`config.mk`:
```
export PLATFORM = sky130hd
export DESIGN_NAME = tl_request_check
export DESIGN_NICKNAME = d
export VERILOG_FILES = /design/src/hdl/tl_memory_pkg.sv /design/src/hdl/tl_request_check.sv
export VERILOG_INCLUDE_DIRS = /design/src /design/src/hdl
export SDC_FILE = /design/constraint.sdc
export NUM_CORES = 1
export LEC_CHECK = 0
export BUFFER_PORTS_ARGS = -buffer_cell sky130_fd_sc_hd__buf_4
export CAP_MARGIN = 10
export CORE_MARGIN = 5
export CORE_UTILIZATION = 36
export DETAILED_ROUTE_END_ITERATION = 6
export PLACE_DENSITY_LB_ADDON = 0.12
export SYNTH_ARGS = -nofsm -noshare
export SYNTH_HDL_FRONTEND = slang
export SYNTH_SLANG_ARGS = --single-unit
```
`constraint.sdc`:
```
create_clock -name clk -period 4 [get_ports clk]
set_input_delay 0.8 -clock clk [delete_from_list [all_inputs] [get_ports clk]]
set_output_delay 0.8 -clock clk [all_outputs]
set_load 0.02 [all_outputs]
```
`src/hdl/tl_memory_consts.svh`:
```
/*
 * Bus, memory and opcode constants for the TileLink-UL memory
 */

`ifndef TL_MEMORY_CONSTS_SVH
`define TL_MEMORY_CONSTS_SVH

// Bus geometry
`define TL_XLEN        32   // Data bits per beat
`define TL_LANES       4    // Byte lanes per beat

// Backing store
`define TL_MEM_BYTES   1024
`define TL_MEM_WORDS   256  // TL_MEM_BYTES / TL_LANES

// Source ID width on both channels
`define TL_SID_WIDTH   2

// A channel opcodes
`define TL_OP_GET             3'd4
`define TL_OP_PUT_FULL        3'd0

// D channel opcodes
`define TL_D_ACCESS_ACK       3'd0  // Write ack, no data
`define TL_D_ACCESS_ACK_DATA  3'd1  // Read ack with data

`endif

```
`src/hdl/tl_memory_pkg.sv`:
```
/*
 * Width typedefs, A/D channel beat structs and the stage 1 to stage 2 access record
 */

package tl_memory_pkg;

    ////////////////////////////////////////////////////////////
    // Field widths
    ////////////////////////////////////////////////////////////

    typedef logic [31:0] tl_addr_t;       // Byte address
    typedef logic [31:0] tl_data_t;       // One bus beat
    typedef logic [3:0]  tl_mask_t;       // One bit per byte lane
    typedef logic [1:0]  tl_source_t;
    typedef logic [2:0]  tl_size_t;       // Log2 of bytes
    typedef logic [2:0]  tl_opcode_t;
    typedef logic [7:0]  tl_word_index_t; // RAM word address
    typedef logic [1:0]  tl_lane_t;       // Byte offset in word

    ////////////////////////////////////////////////////////////
    // Channel beats
    ////////////////////////////////////////////////////////////

    typedef struct packed {
        tl_opcode_t opcode;
        logic [2:0] param;     // Unused by this slave
        tl_size_t   size;
        tl_source_t source;
        tl_addr_t   address;
        tl_mask_t   mask;
        tl_data_t   data;
    } tl_a_beat_t;

    typedef struct packed {
        tl_opcode_t opcode;
        logic [1:0] param;     // Always zero
        tl_size_t   size;
        tl_source_t source;
        tl_data_t   data;
        logic       corrupt;
        logic       denied;
    } tl_d_beat_t;

    // What stage 2 needs to finish a request
    typedef struct packed {
        logic       read;      // Get, else AccessAck
        tl_size_t   size;
        tl_source_t source;
        tl_lane_t   lane;      // Read extraction offset
        logic       denied;
    } tl_access_t;

endpackage

```
`src/hdl/tl_request_check.sv`:
```
/*
 * Stage 1: A channel acceptance, request checks, RAM port drive, access record
 */

`timescale 1ns/1ps

`include "tl_memory_consts.svh"

module tl_request_check (
    input  logic                           clk,
    input  logic                           reset,
    input  logic                           tl_a_valid,
    input  tl_memory_pkg::tl_a_beat_t      tl_a,
    input  logic                           stall,
    output logic                           tl_a_ready,
    output tl_memory_pkg::tl_mask_t        ram_we,
    output logic                           ram_re,
    output tl_memory_pkg::tl_word_index_t  ram_index,
    output tl_memory_pkg::tl_data_t        ram_wdata,
    output logic                           access_valid,
    output tl_memory_pkg::tl_access_t      access
);

    logic                     ready_en;   // Low until first edge out of reset
    logic                     accept;     // A handshake this cycle
    logic                     is_get;
    logic                     is_put;
    logic                     size_bad;
    logic                     range_bad;
    logic                     mask_bad;
    logic                     denied;
    tl_memory_pkg::tl_lane_t  lane;
    tl_memory_pkg::tl_mask_t  size_mask;  // Lanes covered at offset 0
    tl_memory_pkg::tl_addr_t  last_ok;    // Highest legal start address
    logic [7:0]               lane_span;  // Expected mask, may run past lane 3

    ////////////////////////////////////////////////////////////
    // Handshake
    ////////////////////////////////////////////////////////////

    // Ready drops in the same cycle the D side stalls
    assign tl_a_ready = ready_en && !stall;
    assign accept     = tl_a_valid && tl_a_ready;

    ////////////////////////////////////////////////////////////
    // Request checks
    ////////////////////////////////////////////////////////////

    assign is_get = (tl_a.opcode == `TL_OP_GET);
    assign is_put = (tl_a.opcode == `TL_OP_PUT_FULL);
    assign lane   = tl_a.address[1:0];

    always_comb begin
        case (tl_a.size[1:0])
            2'd0:    size_mask = 4'b0001;  // Byte
            2'd1:    size_mask = 4'b0011;  // Halfword
            default: size_mask = 4'b1111;  // Word, oversize is denied anyway
        endcase
    end

    // 1024 minus access width
    assign last_ok   = `TL_MEM_BYTES - (32'd1 << tl_a.size[1:0]);
    assign size_bad  = (tl_a.size > 3'd2);
    assign range_bad = (tl_a.address > last_ok);

    // Put mask must be exactly the lanes at the offset, nothing spilling over
    assign lane_span = {4'b0000, size_mask} << lane;
    assign mask_bad  = is_put && (lane_span != {4'b0000, tl_a.mask});

    assign denied = size_bad || range_bad || mask_bad || !(is_get || is_put);

    ////////////////////////////////////////////////////////////
    // RAM port, same edge as acceptance
    ////////////////////////////////////////////////////////////

    assign ram_index = tl_a.address[$clog2(`TL_MEM_BYTES)-1:2];
    assign ram_wdata = tl_a.data << {lane, 3'b000};  // Low bytes moved up to the offset
    assign ram_we    = (accept && is_put && !denied) ? tl_a.mask : 4'b0000;
    assign ram_re    = accept && is_get && !denied;

    ////////////////////////////////////////////////////////////
    // Access record
    ////////////////////////////////////////////////////////////

    always_ff @(posedge clk or posedge reset) begin
        if (reset) begin
            ready_en     <= 1'b0;
            access_valid <= 1'b0;
        end else begin
            ready_en <= 1'b1;
            if (!stall) begin
                access_valid <= accept;  // Bubble when nothing came in
            end
        end
    end

    // Payload only moves on a handshake, which never happens while stalled
    always_ff @(posedge clk) begin
        if (accept) begin
            access <= '{
                read:   is_get,
                size:   tl_a.size,
                source: tl_a.source,
                lane:   lane,
                denied: denied
            };
        end
    end

endmodule

```
==> results of run 1 <==
## power breakdown
part	switching [mW]	internal, mW	leakage, nW
sequential	0.00104	0.129	0.111
combinational	0.117	0.119	1.07
clock	0.0408	0.0683	0.0255
total	0.159	0.315	1.21
## metal layers
metal / up-vias / wire length (µm) / global-route usage
met4: 0 / 108 / 0.0752
met1: 745 / 1740 / 0.203
met5: - / 0 / 0
met2: 97 / 2320 / 0.310
li1: 873 / - / -
met3: 9 / 690 / 0.0729
## state kept, by name, indices dropped and copies added, names as in the netlist
signal        count
access            9
access_valid      1
ready_en          1
## kinds of logic (layout without fill, tap and decap cells)
logic type / count (synthesis) / in the layout / share of synthesized area
adders and majority gates: 7 / 7 / 0.0649
DFF: 11 / 11 / 0.237
AOI/OAI and AO/OA: 39 / 39 / 0.191
buffers and inverters: 25 / 148 / 0.0918
and+or+nand+nor: 72 / 72 / 0.278
xor gates and xnor gates: 2 / 2 / 0.0130
muxes: 16 / 16 / 0.119
other: 2 / 6 / 0.00556
## area by class of cell
| class | count | area, µm² |
|---|---|---|
| tap | 48 | 60.1 |
| sequential | 11 | 320 |
| clock inverter | 1 | 5.00 |
| fill | 346 | 1250 |
| multi-input combinational | 142 | 926 |
| inverter | 7 | 26.3 |
| clock buffer | 3 | 41.3 |
| timing repair buffer | 137 | 1030 |
## placed cells by master (no fill, tap or decap), drive strengths merged, types with 2 or more instances in the layout
cell	count
a21o	2
and2	11
nor2	13
a211oi	8
nor3	7
a221oi	2
a21oi	8
or4	2
dfrtp	2
nor2b	10
nand2	15
nand4	2
clkbuf	3
buf	137
mux2i	16
nor4	3
a2111o	2
conb	6
edfxtp	9
o21ai	11
nand4b	2
inv	7
nand3	3
and3	2
ha	7
a31oi	2
## repair_timing
item / 4_1_cts / 5_1_grt
setup endpoints to repair: 0 / 4
gates resized for setup: 0 / 1
setup buffers: 0 / 0
## worst paths after layout
check                                    startpoint                       end  cells past startpoint
max                                        tl_a[50]                 ram_we[3]                      7
min                                           reset        ready_en$_DFF_PP0_                      2
max reg2reg                      ready_en$_DFF_PP0_       access[2]$_DFFE_PP_                      3
min reg2reg                access_valid$_DFFE_PP0N_  access_valid$_DFFE_PP0N_                      2
max in group asynchronous                     reset  access_valid$_DFFE_PP0N_                      2
min in group clk           access_valid$_DFFE_PP0N_  access_valid$_DFFE_PP0N_                      2
## per-stage QoR
step | hold WS [ps] | std cells
final | 411 | 349
after global routing | 418 | 349
after CTS | 408 | 349
after detailed placement | 479 | 345
after global placement | 469 | 345
after floorplan | 541 | 178
==> flow_summary.toml, run 1 <==
[die]
die_area_um2 = 5080
boundaryPins = 139
rows = 22
core-area_um2 = 3660
die_w_um = 71.2
die_y_um = 71.2
initial_core_util = 0.369

[timing]
period_share = 0.972
layout_min_cycle_time_ps = 3890
setup_violations = 0
final_hold_viol_count = 0
fin_ws_ps = 110
rsz0062_at_grt = "false"
tns_ps = 0
clock.fmax_ghz = 0.257
finClkSkew_ps = 3.35
worst_pin_slew_ps = 602
drv_slew = 0
maxSlewHeadroom = 0.598

[yosys]
yosys_most_used_dff = "edfxtp_1"
syn_area_um2 = 1350
yosys-top-cells-count = "16 x mux2i_1, 15 x nand2_1, 13 x nor2_1"
synth.distinct_cells = 37
ys_seq_elements = 11
synth.most_common_cell = "mux2i_1"
seq_area_frac_synth = 0.237
synth_enable_flop_cells = 9
syn_area_per_cell_um2 = 7.76
synth_top_area_frac = 0.200
netlist_top_cells_area = "edfxtp_1 20%, mux2i_1 12%, ha_1 6.5%"
syn-instance-count = 174
synth_top_area_cell = "edfxtp_1"
async_flop_share = 0.182
synth_warnings = 0

[route]
vias = 1724
drt-wirelength-per-cell_um = 13.9
drt_wl_total_um = 4860
vias_per_cell = 4.94
drc = 0
drt_iter0_markers = 50
dr.pass1.iters = 4
final_antenna_net_count = 0

[placement]
place_congestion = 0.748
placed_cell_area_um2 = 2360
dp_hpwl_um = 4060
port_buffers = 135
dpl_worst_slack_ps = 95.4

[final_layout]
areaGrowthSynthToFinish_pct = 78.3
drive_gt1_frac = 0.478
post-route-util = 0.658
final_nets = 392
stdcell_area_um2 = 2410
diodes = 0

[setup_path]
required_ps = 3200
critPathBufInv = 2
critPathKind = "in -> out"
max_stage_delay_ps = 570
critPathMaxFanout = 6
slowest_stage = "or4_1"
endpoint_kind = "output pin"
timing.critical_path.cells = "buf_4 -> or4_1 -> or4_1 -> nand4b_1 -> a2111o_1 -> nor3_1 -> buf_4"
crit_path_start_kind = "primary input"
arrival_ps = 3090
path_delay_family = "simple AND/OR/NAND/NOR gates"
r2r_slack_ps = 2780

[power_and_ir_drop]
powerDensity_nw_per_um2 = 197
p_leak_nw = 1.21
finalPower_uw = 475
ir_drop_mv = 0.0853

[grt]
grt_usage = 0.183
grt_max_degree = 43
grt_pass1_wl_um = 7630
gr-total-overflow = 0
antenna_found_initial = 0
grt_pass1_vias = 1734

[clock_tree]
hold_buffers = 0
cts_root_buffer = "clkbuf_8"
cts_sinks = 11
clk_path_buf_depth = 2
clk_latency_ps = 240
clkTransAtPathRegs_ps = 50
h-tree-depth = 1
cts_tree = "done"
cts_buffers = 3

[run]
maxCapViolCount = 0

[status]
outcome = "finished clean"

[worst_hold_path]
hp-class = "in -> async"
Note: power is estimated with default switching activity, not from simulation.
==> inputs of run 2 (changes only) <==
- CORE_UTILIZATION: 36 -> 32
- clock period: 4 -> 3.4 ns (I/O delays scaled with it)
==> run 2 against run 1 <==
The flow now finishes with violations (negative setup slack). Sequential share of layout area decreased by 0.75 points. Worst hold slack got worse by 120 ps. Wire length increased by 0.84%. Via count decreased by 0.35%. Critical endpoint unchanged. Highest routed layer unchanged. Final cell count increased by 2.6%.
==> flow_summary.toml, run 2 (same netlist as run 1, synthesis figures left out) <==
[grt]
gr-total-overflow = 0
grt_usage = 0.165
grt_pass1_wl_um = 7220
grt_pass1_vias = 1688
antenna_found_initial = 0
grt_max_degree = 43

[final_layout]
areaGrowthSynthToFinish_pct = 89.0
final_common_cell = "buf_4"
stdcell_area_um2 = 2550
multi_input_area_um2 = 990
largest_reg_flops = 9
final-instance-count-excl-fill = 358
largest-register = "access"
reg_top3 = "access x9, access_valid x1, ready_en x1"
fill_cells = 382
ff_latch_area_um2 = 320
layout_common_cells = "137 x buf_4, 16 x mux2i_1, 15 x nand2_1"
diodes = 0
final_nets = 399
post-route-util = 0.629
drive_gt1_frac = 0.516

[route]
drc = 0
drt_iter0_markers = 89
dr.pass1.iters = 4
vias_per_cell = 4.80
drt-wirelength-per-cell_um = 13.7
vias = 1718
drt_wl_total_um = 4900
final_antenna_net_count = 0

[setup_path]
crit_path_start_kind = "primary input"
reg2reg_depth = 3
critPathMaxFanout = 6
rr_startpoint = "ready_en$_DFF_PP0_"
r2r_slack_ps = 2180
required_ps = 2720
critPathKind = "in -> out"
r2r-end = "access[0]$_DFFE_PP_"
endpoint_kind = "output pin"
arrival_ps = 2850

[clock_tree]
cts_tree = "done"
cts_sinks = 11
clk_path_buf_depth = 2
h-tree-depth = 1
clkTransAtPathRegs_ps = 40
clk_latency_ps = 240
cts_buffers = 3
cts_root_buffer = "clkbuf_8"
postCtsSetupRepairBufs = 0

[timing]
tns_ps = -597
maxSlewHeadroom = 0.664
period_share = 1.04
fin_ws_ps = -132
drv_slew = 0
final_hold_viol_count = 0
finClkSkew_ps = 3.21
layout_min_cycle_time_ps = 3530
rsz0062_at_grt = "true"
clock.fmax_ghz = 0.283
worst_pin_slew_ps = 502
hold_ws_ps = 295
setup_violations = 5

[status]
outcome = "finished with violations"
violations = "negative setup slack"

[die]
rows = 23
core-area_um2 = 4060
die_area_um2 = 5620
die_w_um = 75.0
boundaryPins = 139
initial_core_util = 0.333
die_y_um = 75.0

[placement]
placed_cell_area_um2 = 2460
dp_cells = 354
port_buffers = 135
dp_hpwl_um = 4050
dpl_worst_slack_ps = -240
place_congestion = 0.762

[power_and_ir_drop]
finalPower_uw = 566
p_leak_nw = 1.28
ir_drop_mv = 0.109
powerDensity_nw_per_um2 = 222

[worst_hold_path]
hp-class = "in -> async"

[run]
maxCapViolCount = 0
==> run 2: cell types whose count changed in the layout (fill, tap and decap cells not counted), sizes merged <==
cell / delta
clkbuf: +1
clkinv: -1
buf: +7
==> run 2: repair_timing <==
action | in CTS | in global routing
setup endpoints to repair | 5 | 5
resized for setup | 8 | 4
hold buffers | 0 | 0
pin swaps | 5 | 2
==> run 2: how the worst max path moves through the flow <==
stage / start / endpoint / slack [ps] / depth (start not counted)
6_report: tl_a[50] / ram_we[3] / -130 / 7
5_1_grt: tl_a[50] / ram_we[2] / -190 / 7
4_1_cts: tl_a[50] / ram_we[3] / -170 / 7
3_5_place_dp: tl_a[50] / ram_we[0] / -240 / 7
3_3_place_gp: tl_a[50] / ram_we[0] / -240 / 7
2_1_floorplan: tl_a[50] / ram_we[0] / 10 / 5
==> run 2: per-layer routing <==
layer | track usage | part of all wire | vias up
li1 | - | - | 891
met1 | 0.183 | 0.39 | 746
met2 | 0.305 | 0.50 | 76
met3 | 0.0334 | 0.10 | 5
met4 | 0.0652 | 0.015 | 0
met5 | 0 | 0 | -
==> run 2: area by class of cell <==
class	count	area share
inverters	7	0.0103
clock buffers	4	0.0177
well taps	50	0.0245
flip-flops and latches	11	0.126
multi-input cells	142	0.388
repair buffers	144	0.434
==> run 2: critical path, cell delays in order <==
cell	delay, ps
buf_6	90
or4_4	530
or4_4	500
nand4b_1	190
a2111o_2	560
nor3_4	160
buf_6	140
==> run 2: power by group <==
group	switching (mW)	total (mW)	internal, mW	leakage [nW]
Clock	0.0442	0.126	0.0819	0.0228
Combinational	0.142	0.288	0.146	1.15
Sequential	0.00129	0.153	0.151	0.111
==> inputs of run 3 (changes only) <==
- CAP_MARGIN: 10 -> default
- RECOVER_POWER: default -> 25
==> run 3 against run 2 <==
The flow still finishes with violations (negative setup slack). Worst setup slack gained 1.2 ps. Critical path type unchanged. Flip-flop and latch count unchanged. Worst hold slack improved by 0.80 ps.
==> flow_summary.toml, run 3 (same netlist as run 1, synthesis figures left out) <==
[timing]
period_share = 1.04
fin_ws_ps = -131
finClkSkew_ps = 3.28
rsz0062_at_grt = "true"
drv_slew = 0
maxSlewHeadroom = 0.664
final_hold_viol_count = 0
setup_violations = 5
layout_min_cycle_time_ps = 3530
clock.fmax_ghz = 0.283
worst_pin_slew_ps = 502

[final_layout]
drive_gt1_frac = 0.490
diodes = 0
fill_cells = 393
areaGrowthSynthToFinish_pct = 86.7
final-instance-count-excl-fill = 358
largest_reg_flops = 9
reg_top3 = "access x9, access_valid x1, ready_en x1"
final_nets = 399
final_common_cell = "buf_4"
largest-register = "access"
layout_common_cells = "124 x buf_4, 16 x mux2i_1, 15 x nand2_1"
post-route-util = 0.621

[grt]
grt_pass1_vias = 1688
antenna_found_initial = 0
grt_usage = 0.165
gr-total-overflow = 0
grt_max_degree = 43
grt_pass1_wl_um = 7220

[die]
die_area_um2 = 5620
initial_core_util = 0.333
core-area_um2 = 4060
die_y_um = 75.0
rows = 23
boundaryPins = 139
die_w_um = 75.0

[clock_tree]
clk_path_buf_depth = 2
clk_latency_ps = 240
clkTransAtPathRegs_ps = 40
cts_root_buffer = "clkbuf_8"
h-tree-depth = 1
postCtsSetupRepairBufs = 0
cts_tree = "done"
hold_buffers = 0
cts_buffers = 3
cts_sinks = 11

[setup_path]
reg2reg_depth = 3
arrival_ps = 2850
critPathKind = "in -> out"
endpoint_kind = "output pin"
r2r_slack_ps = 2180
rr_startpoint = "ready_en$_DFF_PP0_"
r2r-end = "access[0]$_DFFE_PP_"
critPathMaxFanout = 6
crit_path_start_kind = "primary input"
required_ps = 2720

[route]
drt_iter0_markers = 76
vias_per_cell = 4.80
vias = 1717
drt_wl_total_um = 4900
final_antenna_net_count = 0
drc = 0
dr.pass1.iters = 4
drt-wirelength-per-cell_um = 13.7

[placement]
dp_cells = 354
dpl_worst_slack_ps = -240
dp_hpwl_um = 4050
port_buffers = 135
place_congestion = 0.762

[status]
violations = "negative setup slack"
outcome = "finished with violations"

[run]
maxCapViolCount = 0

[power_and_ir_drop]
powerDensity_nw_per_um2 = 223
p_leak_nw = 1.25
ir_drop_mv = 0.109

[worst_hold_path]
hp-class = "in -> async"
run 3: how the worst max path moves through the flow:
stage | start | endpoint | slack [ps]
finish | tl_a[50] | ram_we[3] | -130
global route | tl_a[50] | ram_we[2] | -190
CTS | tl_a[50] | ram_we[3] | -170
detailed placement | tl_a[50] | ram_we[0] | -240
global placement | tl_a[50] | ram_we[0] | -240
floorplan | tl_a[50] | ram_we[0] | 10
run 3: power by group:
part	internal, mW	switching, mW	leakage, nW	total, mW
logic	0.143	0.142	1.12	0.284
registers	0.151	0.00123	0.111	0.153
clock network	0.0819	0.0442	0.0228	0.126
run 3: layout make-up:
cell class | count | area, µm² | share of cell area
repair buffers | 144 | 1080 | 0.427
multi-input cells | 142 | 990 | 0.393
flip-flops and latches | 11 | 320 | 0.127
well taps | 50 | 62.6 | 0.0248
clock buffers | 4 | 45.0 | 0.0179
inverters | 7 | 26.3 | 0.0104
run 3: what timing repair did:
action / in CTS / in global routing
gates cloned: 0 / 0
pin swaps: 5 / 2
gates resized for setup: 8 / 4
endpoints found under the setup margin: 5 / 5
run 3: through the flow:
| stage | hold slack (ps) | setup TNS [ps] | cell area [µm²] | power [mW] |
|---|---|---|---|---|
| after floorplan | 421 | 0 | 1410 | 0.290 |
| after global placement | 463 | -1070 | 2460 | 0.437 |
| after detailed placement | 480 | -1100 | 2460 | 0.439 |
| after CTS | 290 | -786 | 2530 | 0.571 |
| after global routing | 295 | -879 | 2520 | 0.602 |
| final | 296 | -597 | 2520 | 0.563 |
run 3: critical path, cell delays in order:
cell	delay, ps
buf_6	90
or4_4	530
or4_4	500
nand4b_1	190
a2111o_2	560
nor3_4	160
buf_6	140
run 3: metal layers:
metal,wire length (µm),share of wire,GRT usage,vias to the layer above
met2,2420,0.49,0.305,76
met1,1920,0.39,0.183,746
met3,486,0.099,0.0334,5
met4,74,0.015,0.0652,0
met5,0,0,0,-
li1,-,-,-,890
