--- src/hdl/tl_memory_consts.svh ---
/*
 * Bus, memory and opcode constants for the TileLink-UL memory
 */

`ifndef TL_MEMORY_CONSTS_SVH
`define TL_MEMORY_CONSTS_SVH

// Bus geometry
`define TL_XLEN        32   // Data bits per beat
`define TL_LANES       4    // Byte lanes per beat

// Backing store
`define TL_MEM_BYTES   1024
`define TL_MEM_WORDS   256  // TL_MEM_BYTES / TL_LANES

// Source ID width on both channels
`define TL_SID_WIDTH   2

// A channel opcodes
`define TL_OP_GET             3'd4
`define TL_OP_PUT_FULL        3'd0

// D channel opcodes
`define TL_D_ACCESS_ACK       3'd0  // Write ack, no data
`define TL_D_ACCESS_ACK_DATA  3'd1  // Read ack with data

`endif

--- src/hdl/tl_memory_pkg.sv ---
/*
 * Width typedefs, A/D channel beat structs and the stage 1 to stage 2 access record
 */

package tl_memory_pkg;

    ////////////////////////////////////////////////////////////
    // Field widths
    ////////////////////////////////////////////////////////////

    typedef logic [31:0] tl_addr_t;       // Byte address
    typedef logic [31:0] tl_data_t;       // One bus beat
    typedef logic [3:0]  tl_mask_t;       // One bit per byte lane
    typedef logic [1:0]  tl_source_t;
    typedef logic [2:0]  tl_size_t;       // Log2 of bytes
    typedef logic [2:0]  tl_opcode_t;
    typedef logic [7:0]  tl_word_index_t; // RAM word address
    typedef logic [1:0]  tl_lane_t;       // Byte offset in word

    ////////////////////////////////////////////////////////////
    // Channel beats
    ////////////////////////////////////////////////////////////

    typedef struct packed {
        tl_opcode_t opcode;
        logic [2:0] param;     // Unused by this slave
        tl_size_t   size;
        tl_source_t source;
        tl_addr_t   address;
        tl_mask_t   mask;
        tl_data_t   data;
    } tl_a_beat_t;

    typedef struct packed {
        tl_opcode_t opcode;
        logic [1:0] param;     // Always zero
        tl_size_t   size;
        tl_source_t source;
        tl_data_t   data;
        logic       corrupt;
        logic       denied;
    } tl_d_beat_t;

    // What stage 2 needs to finish a request
    typedef struct packed {
        logic       read;      // Get, else AccessAck
        tl_size_t   size;
        tl_source_t source;
        tl_lane_t   lane;      // Read extraction offset
        logic       denied;
    } tl_access_t;

endpackage

--- src/hdl/tl_response_build.sv ---
/*
 * Stage 2: read lane extraction, D beat formation, hold under back-pressure
 */

`timescale 1ns/1ps

`include "tl_memory_consts.svh"

module tl_response_build (
    input  logic                       clk,
    input  logic                       reset,
    input  logic                       access_valid,
    input  tl_memory_pkg::tl_access_t  access,
    input  tl_memory_pkg::tl_data_t    ram_rdata,
    input  logic                       tl_d_ready,
    output logic                       stall,
    output logic                       tl_d_valid,
    output tl_memory_pkg::tl_d_beat_t  tl_d
);

    tl_memory_pkg::tl_data_t    lane_data;  // Word shifted down to the offset
    tl_memory_pkg::tl_data_t    read_data;  // Zero-extended to access width
    tl_memory_pkg::tl_d_beat_t  d_next;

    ////////////////////////////////////////////////////////////
    // Read extraction
    ////////////////////////////////////////////////////////////

    assign lane_data = ram_rdata >> {access.lane, 3'b000};

    always_comb begin
        case (access.size)
            3'd0:    read_data = {{(`TL_XLEN-8){1'b0}}, lane_data[7:0]};
            3'd1:    read_data = {{(`TL_XLEN-16){1'b0}}, lane_data[15:0]};
            default: read_data = lane_data;
        endcase
    end

    ////////////////////////////////////////////////////////////
    // D beat
    ////////////////////////////////////////////////////////////

    always_comb begin
        d_next.opcode  = access.read ? `TL_D_ACCESS_ACK_DATA : `TL_D_ACCESS_ACK;
        d_next.param   = 2'b00;
        d_next.size    = access.size;
        d_next.source  = access.source;
        d_next.denied  = access.denied;
        d_next.corrupt = access.denied && access.read;  // Denied data is never valid
        // No data on writes or refusals
        if (access.read && !access.denied) begin
            d_next.data = read_data;
        end else begin
            d_next.data = '0;
        end
    end

    // Beat waiting on the master
    assign stall = tl_d_valid && !tl_d_ready;

    always_ff @(posedge clk or posedge reset) begin
        if (reset) begin
            tl_d_valid <= 1'b0;
        end else if (!stall) begin
            tl_d_valid <= access_valid;
        end
    end

    always_ff @(posedge clk) begin
        if (!stall) begin
            tl_d <= d_next;  // Frozen while stalled
        end
    end

endmodule

--- config.mk ---
export PLATFORM = sky130hd
export DESIGN_NAME = tl_response_build
export DESIGN_NICKNAME = d
export VERILOG_FILES = /design/src/hdl/tl_memory_pkg.sv /design/src/hdl/tl_response_build.sv
export VERILOG_INCLUDE_DIRS = /design/src /design/src/hdl
export SDC_FILE = /design/constraint.sdc
export NUM_CORES = 1
export LEC_CHECK = 0
export BUFFER_PORTS_ARGS = -buffer_cell sky130_fd_sc_hd__buf_4
export CORE_AREA = 4 4 67 69
export CTS_CLUSTER_SIZE = 10
export DETAILED_ROUTE_END_ITERATION = 8
export DIE_AREA = 0 0 71 73
export GPL_TIMING_DRIVEN = 0
export PLACE_DENSITY_LB_ADDON = 0.15
export SETUP_SLACK_MARGIN = 0.3
export SYNTH_ARGS = -nofsm -noshare
export SYNTH_HDL_FRONTEND = slang
export SYNTH_SLANG_ARGS = --single-unit
--- constraint.sdc ---
create_clock -name clk -period 4.5 [get_ports clk]
set_input_delay 0.45 -clock clk [delete_from_list [all_inputs] [get_ports clk]]
set_output_delay 0.45 -clock clk [all_outputs]
set_load 0.02 [all_outputs]
==> metrics.yaml, run 1 <==
die:
  die_area_sq_mm: 0.005183
  die_w_microns: 71
  num_rows: 23
  start_util_pct: 48.05
  io_pins: 91
  coreArea_sq_mm: 0.003914
  die_h_microns: 73
timing:
  slew_headroom_pct: 33.81
  tightest_slew_ns: 0.9929
  hold_viol_final: 0
  finalSetupViolations: 0
  fmax_mhz: 474.6
  setup-tns-final_ns: 0
  holdWs_ns: 0.3394
  rsz0062_at_grt: "false"
  fin_crit_sh_pct: 46.82
  fin_crit_ns: 2.107
  fin_skew_ns: 0.004456
  slew_violations: 0
grt:
  grt_first_pass_wirelength_microns: 7065
  grt_max_degree: 43
  grt-ovfl-total: 0
  antenna_found_initial: 0
  grt.total_usage_pct: 17.95
  grt_pass1_vias: 1469
placed_design:
  place_inst: 275
  dp_hpwl_microns: 3410
  io_buffer_count: 85
  finalWeightedCongestion: 0.7843
  dpl_cell_area_sq_mm: 0.002595
setup_path:
  crit_arrival_ns: 1.66
  cp-start-kind: "register"
  end_kind: "output pin"
  crit_required_ns: 4.05
  crit_type: "register to output pin"
  crit_path_max_fanout: 42
final_layout:
  syn_to_final_growth_pct: 43.11
  final_area_sq_mm: 0.002691
  drive_gt1_share_pct: 44.44
  fin_nets: 278
  layout_common_cells: "90 x buf_4, 40 x edfxtp_1, 24 x mux2i_1"
  fin_cells: 284
  diodes: 0
  mostFrequentLayoutCell: "buf_4"
routing:
  drcViolationCount: 0
  vias: 1410
  drtPass1Iterations: 4
  viasPerCell: 4.965
  drt-total-wl_microns: 4455
  antenna_left: 0
  drtIter0Drc: 96
  wl_per_cell_microns: 15.69
logic_synthesis:
  synthCells: 137
  yosys.area_share.simple_pct: 12.11
  synth_top_family_by_area: "multiplexers"
  synth_xor_area_share_pct: 0
  netlist_area_sq_mm: 0.001881
  ys_seq_area_share_pct: 65.20
  ys_ff_latch: 41
  ys_warn_count: 0
  syn_avg_cell_area_sq_um: 13.73
  synth_fa_ha_area_share_pct: 0
  synth_cell_types: 21
  synth_compound_area_share_pct: 5.389
  synthMuxAreaShare_pct: 12.77
clocking:
  cts_setup_buffers: 0
  htree_num_levels: 2
  worstSkewPairLatency_ns: 0.29
  path_clk_slew_ns: 0.08
  clockBufferDepth: 2
  numClockSinks: 41
  cts_made_buffers: 5
  cts_tree: "done"
  root_buffer: "clkbuf_8"
status:
  status: "finished clean"
pwr:
  peakVddDrop_mv: 0.2235
  leakagePower_nw: 1.229
  power_density_mw_per_mm2: 320.6
min_path:
  hp-class: "input pin to register"
flow_run:
  maxCapViolCount: 0
[sequential cells by signal (all words and copies together) (netlist names)]
name and flops:
tl_d 40, tl_d_valid 1
[synthesized netlist by cell type]
library cell   n  area share (%)
nand2b_1       2            0.67
buf_4          5             2.0
dfrtp_1        1             1.3
o22a_1         1            0.47
conb_1         1            0.20
buf_2          2            0.53
a21oi_1        7             1.9
o31ai_1        1            0.40
inv_1          2            0.40
edfxtp_1      40              64
buf_6          2             1.2
nor3_4         1            0.87
or2_1          8             2.7
or3b_1         1            0.47
and2_1         9             3.0
o22ai_1        8             2.7
nor2_1        10             2.0
nor2b_1        2            0.67
mux2i_1       24              13
clkbuf_1       1            0.20
nand2_1        9             1.8
[layer usage]
| metal | part of all wire [%] | routed length (microns) | vias to the layer above | track usage [%] |
|---|---|---|---|---|
| met1 | 37 | 1644 | 658 | 19.79 |
| met5 | 0 | 0 | - | 0 |
| met2 | 52 | 2326 | 67 | 32.75 |
| li1 | - | - | 680 | - |
| met3 | 9.9 | 443 | 5 | 6.336 |
| met4 | 0.90 | 40 | 0 | 5.010 |
[layout make-up]
cell class / instances / area, sq um
clock buffer: 5 / 68.82
fill: 292 / 1222
sequential: 41 / 1226
inverter: 2 / 7.507
multi-input combinational: 87 / 586.8
timing repair buffer: 86 / 648.1
tap: 50 / 62.56
buffer: 10 / 73.82
clock inverter: 3 / 17.52
[worst max-delay path, stage by stage, from the launching register on]
cell      delay (ns)
dfrtp_1         0.39
nand2b_2        0.70
inv_1           0.08
buf_4           0.19
[cells by family after synthesis]
group           after synthesis
simple gates                 42
mux                          24
buf+inv                      12
flops                        41
compound gates               17
other cells                   1
[per-stage QoR]
stage | setup WS [ns] | utilization (%) | total power [mW]
after floorplan | 2.222 | - | 0.5542
after global placement | 1.870 | 66.24 | 0.6388
after detailed placement | 2.454 | 66.30 | 0.6420
after CTS | 2.341 | 68.77 | 0.8724
after global routing | 2.231 | 68.77 | 0.9033
final | 2.393 | 68.77 | 0.8629
[what timing repair did]
| action | CTS | global route |
|---|---|---|
| endpoints found under the hold margin | 1 | 0 |
| hold buffers | 1 | 0 |
| gates resized for setup | 0 | 0 |
[worst paths after layout]
kind | start | cells after the start | slack, ns | to
max | tl_d_valid | 3 | 2.39 | stall
min in group asynchronous | reset | 3 | 0.55 | tl_d_valid
min | access[3] | 1 | 0.34 | tl_d[34]
max reg2reg | tl_d_valid | 1 | 3.02 | tl_d[14]
min reg2reg | tl_d_valid | 2 | 1.21 | tl_d_valid
max in group asynchronous | reset | 3 | 3.87 | tl_d_valid
[power breakdown]
group	internal (mW)	switching, mW	leakage [nW]
Clock	0.107	0.124	0.0439
Sequential	0.450	0.00770	0.437
Combinational	0.0810	0.0937	0.747
Power figures use the tool's default switching activity.
==> run 2, diff against run 1 <==
--- a/config.mk
+++ b/config.mk
@@ -6,11 +6,12 @@
 export SDC_FILE = /design/constraint.sdc
 export NUM_CORES = 1
 export LEC_CHECK = 0
+export ABC_AREA = 1
 export BUFFER_PORTS_ARGS = -buffer_cell sky130_fd_sc_hd__buf_4
-export CORE_AREA = 4 4 67 69
+export CORE_AREA = 4 4 75 77
 export CTS_CLUSTER_SIZE = 10
 export DETAILED_ROUTE_END_ITERATION = 8
-export DIE_AREA = 0 0 71 73
+export DIE_AREA = 0 0 79 81
 export GPL_TIMING_DRIVEN = 0
 export PLACE_DENSITY_LB_ADDON = 0.15
 export SETUP_SLACK_MARGIN = 0.3
==> constraint.sdc (replaced) <==
create_clock -name clk -period 1.7 [get_ports clk]
set_input_delay 0.17 -clock clk [delete_from_list [all_inputs] [get_ports clk]]
set_output_delay 0.17 -clock clk [all_outputs]
set_load 0.02 [all_outputs]
==> metrics.yaml, run 2 <==
clocking:
  root_buffer: "clkbuf_8"
  numClockSinks: 41  # unchanged
  cts_made_buffers: 5  # unchanged
  htree_num_levels: 2  # unchanged
  clockBufferDepth: 2  # unchanged
  worstSkewPairLatency_ns: 0.29  # about the same
  path_clk_slew_ns: 0.07  # about the same
  cts_setup_buffers: 0  # unchanged
  cts_tree: "done"
final_layout:
  reg_top3: "tl_d: 40 flops, tl_d_valid: 1 flops"
  syn_to_final_growth_pct: 41.68
  largest_reg_flops: 40  # unchanged
  fin_nets: 367  # +32%
  mostFrequentLayoutCell: "nand2_1"
  max_flop_register: "tl_d"
  fin_util_pct: 57.64  # -11 points
  diodes: 0  # unchanged
  layout_common_cells: "99 x nand2_1, 92 x buf_4, 40 x edfxtp_1"
  fin_cells: 393  # +38%
  drive_gt1_share_pct: 35.29  # -9.2 points
routing:
  drtIter0Drc: 97  # +1.0%
  wl_per_cell_microns: 13.21  # -16%
  viasPerCell: 4.483  # -9.7%
  wl_met2_microns: 2565  # +10%
  vias: 1762  # +25%
  drcViolationCount: 0  # unchanged
  antenna_left: 0  # unchanged
  dr_wl_met3_microns: 484  # +9.3%
  wl_met1_microns: 2096  # +27%
  drtPass1Iterations: 4  # unchanged
  drt-total-wl_microns: 5192  # +17%
  top_layer: "met4"
grt:
  antenna_found_initial: 0  # unchanged
  grt_first_pass_wirelength_microns: 8190  # +16%
  grt-ovfl-total: 0  # unchanged
  grt.total_usage_pct: 16.94  # -1.0 points
  grt_max_degree: 21  # -51%
  grt_pass1_vias: 1704  # +16%
timing:
  finalSetupViolations: 0  # unchanged
  hold_viol_final: 0  # unchanged
  rsz0062_at_grt: "true"
  fmax_mhz: 685.7
  slew_violations: 0  # unchanged
  fin_crit_ns: 1.458
  setup-tns-final_ns: 0  # unchanged
  fin_crit_sh_pct: 85.79
  fin_skew_ns: 0.007821  # +0.003364 ns
placed_design:
  io_buffer_count: 84  # -1.2%
  finalWeightedCongestion: 0.8643  # +10%
  place_inst: 383  # +39%
  dp_hpwl_microns: 3889  # +14%
setup_path:
  crit_required_ns: 1.60  # -2.45 ns
  end_kind: "register"
  reg2regPathDepth: 3  # +2
  timing.rr.start: "tl_d_valid"
  crit_type: "register to register"
  reg2reg_to: "tl_d[14]"
  regToRegSetupSlack_ns: 0.24  # -2.78 ns
  crit_arrival_ns: 1.36  # -0.30 ns
  crit_path_max_fanout: 20  # -52%
  cp-start-kind: "register"
pwr:
  peakVddDrop_mv: 0.4363  # +95%
  leakagePower_nw: 1.472  # +20%
  power_density_mw_per_mm2: 817.9  # +160%
logic_synthesis:
  synth_commonest_cells: "99 x nand2_1, 40 x edfxtp_1, 26 x nor2_1, 24 x inv_1"
  synth_edf_count: 40  # unchanged
  yosysTopAreaCell: "edfxtp_1"
  synthMostInstantiatedCell: "nand2_1"
  ys_ff_latch: 41  # unchanged
  ys_seq_area_share_pct: 60.16  # -5.0 points
  synthCells: 226  # +65%
  synth_top_area_share_pct: 58.93  # -4.9 points
  ys_warn_count: 0  # unchanged
  syn_avg_cell_area_sq_um: 9.019  # -34%
  synth_cell_types: 17  # -19%
  ys_top_cells_by_area: "edfxtp_1 59%, nand2_1 18%, nor2_1 4.8%"
  async_flop_share_pct: 2.439  # unchanged
  netlist_area_sq_mm: 0.002038  # +8.4%
  synth_ff_type: "edfxtp_1"
die:
  num_rows: 26  # +13%
  die_w_microns: 79  # +11%
  io_pins: 91  # unchanged
  die_area_sq_mm: 0.006399  # +23%
  coreArea_sq_mm: 0.005010  # +28%
  start_util_pct: 40.68  # -7.4 points
  die_h_microns: 81  # +11%
flow_run:
  maxCapViolCount: 0  # unchanged
min_path:
  min_to: "tl_d[35]"
  hp-class: "input pin to register"
  hold_path_depth: 1  # unchanged
  hold_start: "access[4]"
status:
  status: "finished clean"
-- run 2: critical path, stage by stage, from the launching register on --
cell        delay, ns
dfrtp_2          0.36
inv_2            0.04
nor2_4           0.21
clkinvlp_4       0.45
-- run 2: metrics by stage --
stage	worst slack [ns]	hold slack, ns	power [mW]	instance area (sq um)
6_report	0.2416	0.05697	2.362	2888
5_1_grt	0.1216	0.04031	2.480	2888
4_1_cts	0.2189	0.04780	2.391	2888
3_5_place_dp	-0.05862	0.02373	1.737	2780
2_1_floorplan	0.03644	-0.1013	1.501	2062
3_3_place_gp	-0.04783	0.01543	1.729	2780
-- run 2: worst max path at each step --
stage | slack (ns) | cells past startpoint | from | end
floorplan | 0.04 | 3 | tl_d_valid | tl_d[0]
global placement | -0.05 | 3 | tl_d_valid | tl_d[3]
detailed placement | -0.06 | 3 | tl_d_valid | tl_d[5]
CTS | 0.22 | 3 | tl_d_valid | tl_d[15]
global route | 0.12 | 3 | tl_d_valid | tl_d[26]
finish | 0.24 | 3 | tl_d_valid | tl_d[14]
-- run 2: area by class of cell --
| type | count | area [sq um] |
|---|---|---|
| plain buffers | 12 | 98.84 |
| fillers | 503 | 2122 |
| clock buffers | 8 | 90.09 |
| repair inverters | 1 | 7.507 |
| flip-flops and latches | 41 | 1227 |
| repair buffers | 85 | 640.6 |
| inverters | 26 | 103.9 |
| well taps | 70 | 87.58 |
| multi-input cells | 150 | 631.9 |
-- run 2: logic make-up (layout without fill, tap and decap cells) --
group | count (synthesis) | in the layout | share of synthesized area, %
other | 1 | 4 | 0.1840
AND/OR/NAND/NOR | 138 | 138 | 27.93
AO/OA/AOI/OAI | 8 | 8 | 1.964
flip-flops | 41 | 41 | 60.16
buffers and inverters | 38 | 132 | 9.761
-- run 2: routing by layer --
metal | vias up | global-route usage [%]
li1 | 887 | -
met1 | 798 | 20.20
met2 | 71 | 29.38
met3 | 6 | 5.322
met4 | 0 | 5.155
met5 | - | 0
-- run 2: report_power, final --
group | switching, mW | total (mW) | internal (mW) | leakage, nW
Clock | 0.316 | 0.647 | 0.331 | 0.0455
Combinational | 0.289 | 0.505 | 0.216 | 0.990
Sequential | 0.0201 | 1.21 | 1.19 | 0.437
-- run 2: repair_timing --
item	4_1_cts	5_1_grt
setup endpoints to repair	40	40
endpoints found under the hold margin	1	0
hold buffers	1	0
gates cloned	1	0
resized for setup	1	0
==> run 3, diff against run 2 <==
--- a/config.mk
+++ b/config.mk
@@ -14,6 +14,7 @@
 export DIE_AREA = 0 0 79 81
 export GPL_TIMING_DRIVEN = 0
 export PLACE_DENSITY_LB_ADDON = 0.15
+export RECOVER_POWER = 100
 export SETUP_SLACK_MARGIN = 0.3
 export SYNTH_ARGS = -nofsm -noshare
 export SYNTH_HDL_FRONTEND = slang
==> metrics.yaml, run 3 (synthesized netlist as in run 2, its figures left out) <==
status:
  status: "finished clean"
setup_path:
  crit_path_max_fanout: 20  # unchanged
  worst_path_dominant_cell_family: "buffers and inverters"
  crit_slowest_cell: "clkinvlp_4"
  cp_num_buf_inv: 2  # unchanged
  cpPeakStageDelay_ns: 0.45  # about the same
  path_cells: "inv_1 > nor2_4 > clkinvlp_4"
  cp-start-kind: "register"
  crit_required_ns: 1.60  # about the same
  crit_type: "register to register"
  end_kind: "register"
  crit_arrival_ns: 1.37  # about the same
grt:
  grt.total_usage_pct: 16.94  # unchanged
  grt_first_pass_wirelength_microns: 8190  # unchanged
  grt-ovfl-total: 0  # unchanged
  grt_pass1_vias: 1704  # unchanged
  grt_max_degree: 21  # unchanged
  antenna_found_initial: 0  # unchanged
die:
  start_util_pct: 40.68  # unchanged
  die_area_sq_mm: 0.006399  # unchanged
  die_h_microns: 81  # unchanged
  coreArea_sq_mm: 0.005010  # unchanged
  io_pins: 91  # unchanged
  die_w_microns: 79  # unchanged
  num_rows: 26  # unchanged
placed_design:
  io_buffer_count: 84  # unchanged
  dp_hpwl_microns: 3889  # unchanged
  dpl_cell_area_sq_mm: 0.002780  # unchanged
  finalWeightedCongestion: 0.8643  # unchanged
clocking:
  path_clk_slew_ns: 0.07  # about the same
  clockBufferDepth: 2  # unchanged
  numClockSinks: 41  # unchanged
  htree_num_levels: 2  # unchanged
  root_buffer: "clkbuf_8"
  cts_setup_buffers: 0  # unchanged
  cts_made_buffers: 5  # unchanged
  cts_tree: "done"
  worstSkewPairLatency_ns: 0.30  # about the same
timing:
  fin_skew_ns: 0.008606  # +0.0007857 ns
  fmax_mhz: 680.3  # -0.79%
  hold_viol_final: 0  # unchanged
  setup-tns-final_ns: 0  # unchanged
  fin_crit_sh_pct: 86.47  # +0.68 points
  fin_crit_ns: 1.470  # +0.01157 ns
  finalSetupViolations: 0  # unchanged
  slew_headroom_pct: 51.07
  slew_violations: 0  # unchanged
  tightest_slew_ns: 0.7313
  rsz0062_at_grt: "true"
final_layout:
  max_flop_register: "tl_d"
  seq_area_sq_mm: 0.001227  # unchanged
  diodes: 0  # unchanged
  mostFrequentLayoutCell: "nand2_1"
  largest_reg_flops: 40  # unchanged
  fin_util_pct: 53.75  # -3.9 points
  fin_nets: 367  # unchanged
  final_area_sq_mm: 0.002693  # -6.8%
  syn_to_final_growth_pct: 32.11
  multiInputGateArea_sq_um: 608.1  # -3.8%
  fillers: 557  # +11%
  drive_gt1_share_pct: 20.74  # -15 points
  reg_top3: "tl_d: 40 flops, tl_d_valid: 1 flops"
  layout_common_cells: "100 x nand2_1, 46 x clkbuf_1, 43 x buf_4"
routing:
  drcViolationCount: 0  # unchanged
  viasPerCell: 4.532  # +1.1%
  drtIter0Drc: 86  # -11%
  antenna_left: 0  # unchanged
  wl_per_cell_microns: 13.28  # +0.52%
  vias: 1781  # +1.1%
  drtPass1Iterations: 4  # unchanged
  drt-total-wl_microns: 5219  # +0.52%
pwr:
  leakagePower_nw: 1.284  # -13%
  power.total_mw: 2.298  # -2.7%
  power_density_mw_per_mm2: 853.5  # +4.3%
  peakVddDrop_mv: 0.4310  # -1.2%
flow_run:
  maxCapViolCount: 0  # unchanged
min_path:
  hp-class: "input pin to register"
run 3: final timing paths:
| kind | start | to | slack, ns | depth (start not counted) |
|---|---|---|---|---|
| max | tl_d_valid | tl_d[14] | 0.23 | 3 |
| min reg2reg | tl_d_valid | tl_d_valid | 0.80 | 3 |
| max in group asynchronous | reset | tl_d_valid | 1.31 | 3 |
| min | access_valid | tl_d_valid | 0.07 | 2 |
| min in group asynchronous | reset | tl_d_valid | 0.29 | 3 |
| max reg2reg | tl_d_valid | tl_d[14] | 0.23 | 3 |
run 3: timing repair:
action | in CTS | in global routing
resized for setup | 1 | 0
setup endpoints to repair | 40 | 40
cloned | 1 | 0
hold buffers | 1 | 0
hold endpoints to repair | 1 | 0
run 3: where the power goes:
group | internal [mW] | total, mW | switching [mW]
Sequential | 1.19 | 1.21 | 0.0180
Combinational | 0.153 | 0.439 | 0.286
Clock | 0.331 | 0.652 | 0.321
run 3: layout make-up:
cell class | count | share of cell area [%]
flip-flops and latches | 41 | 45.59
multi-input cells | 150 | 22.58
repair buffers | 85 | 17.66
inverters | 26 | 3.857
plain buffers | 12 | 3.439
clock buffers | 8 | 3.346
well taps | 70 | 3.253
repair inverters | 1 | 0.2788
run 3: worst reg2reg max path, stage by stage, from the launching register on:
cell        delay, ns
dfrtp_2          0.35
inv_1            0.06
nor2_4           0.21
clkinvlp_4       0.45
run 3: layer usage:
metal  GRT usage, %  up-vias  part of all wire [%]
li1               -      890                     -
met1          20.20      808                    41
met2          29.38       77                    49
met3          5.322        6                   9.3
met4          5.155        0                   1.1
met5              0        -                     0
run 3: metrics by stage:
stage                     setup WS, ns  hold slack, ns  std cells
final                           0.2301         0.06924        393
after global placement        -0.04783         0.01543        383
after global routing           0.09004         0.06162        393
after CTS                       0.2189         0.04780        393
after floorplan                0.03644         -0.1013        229
after detailed placement      -0.05862         0.02373        383
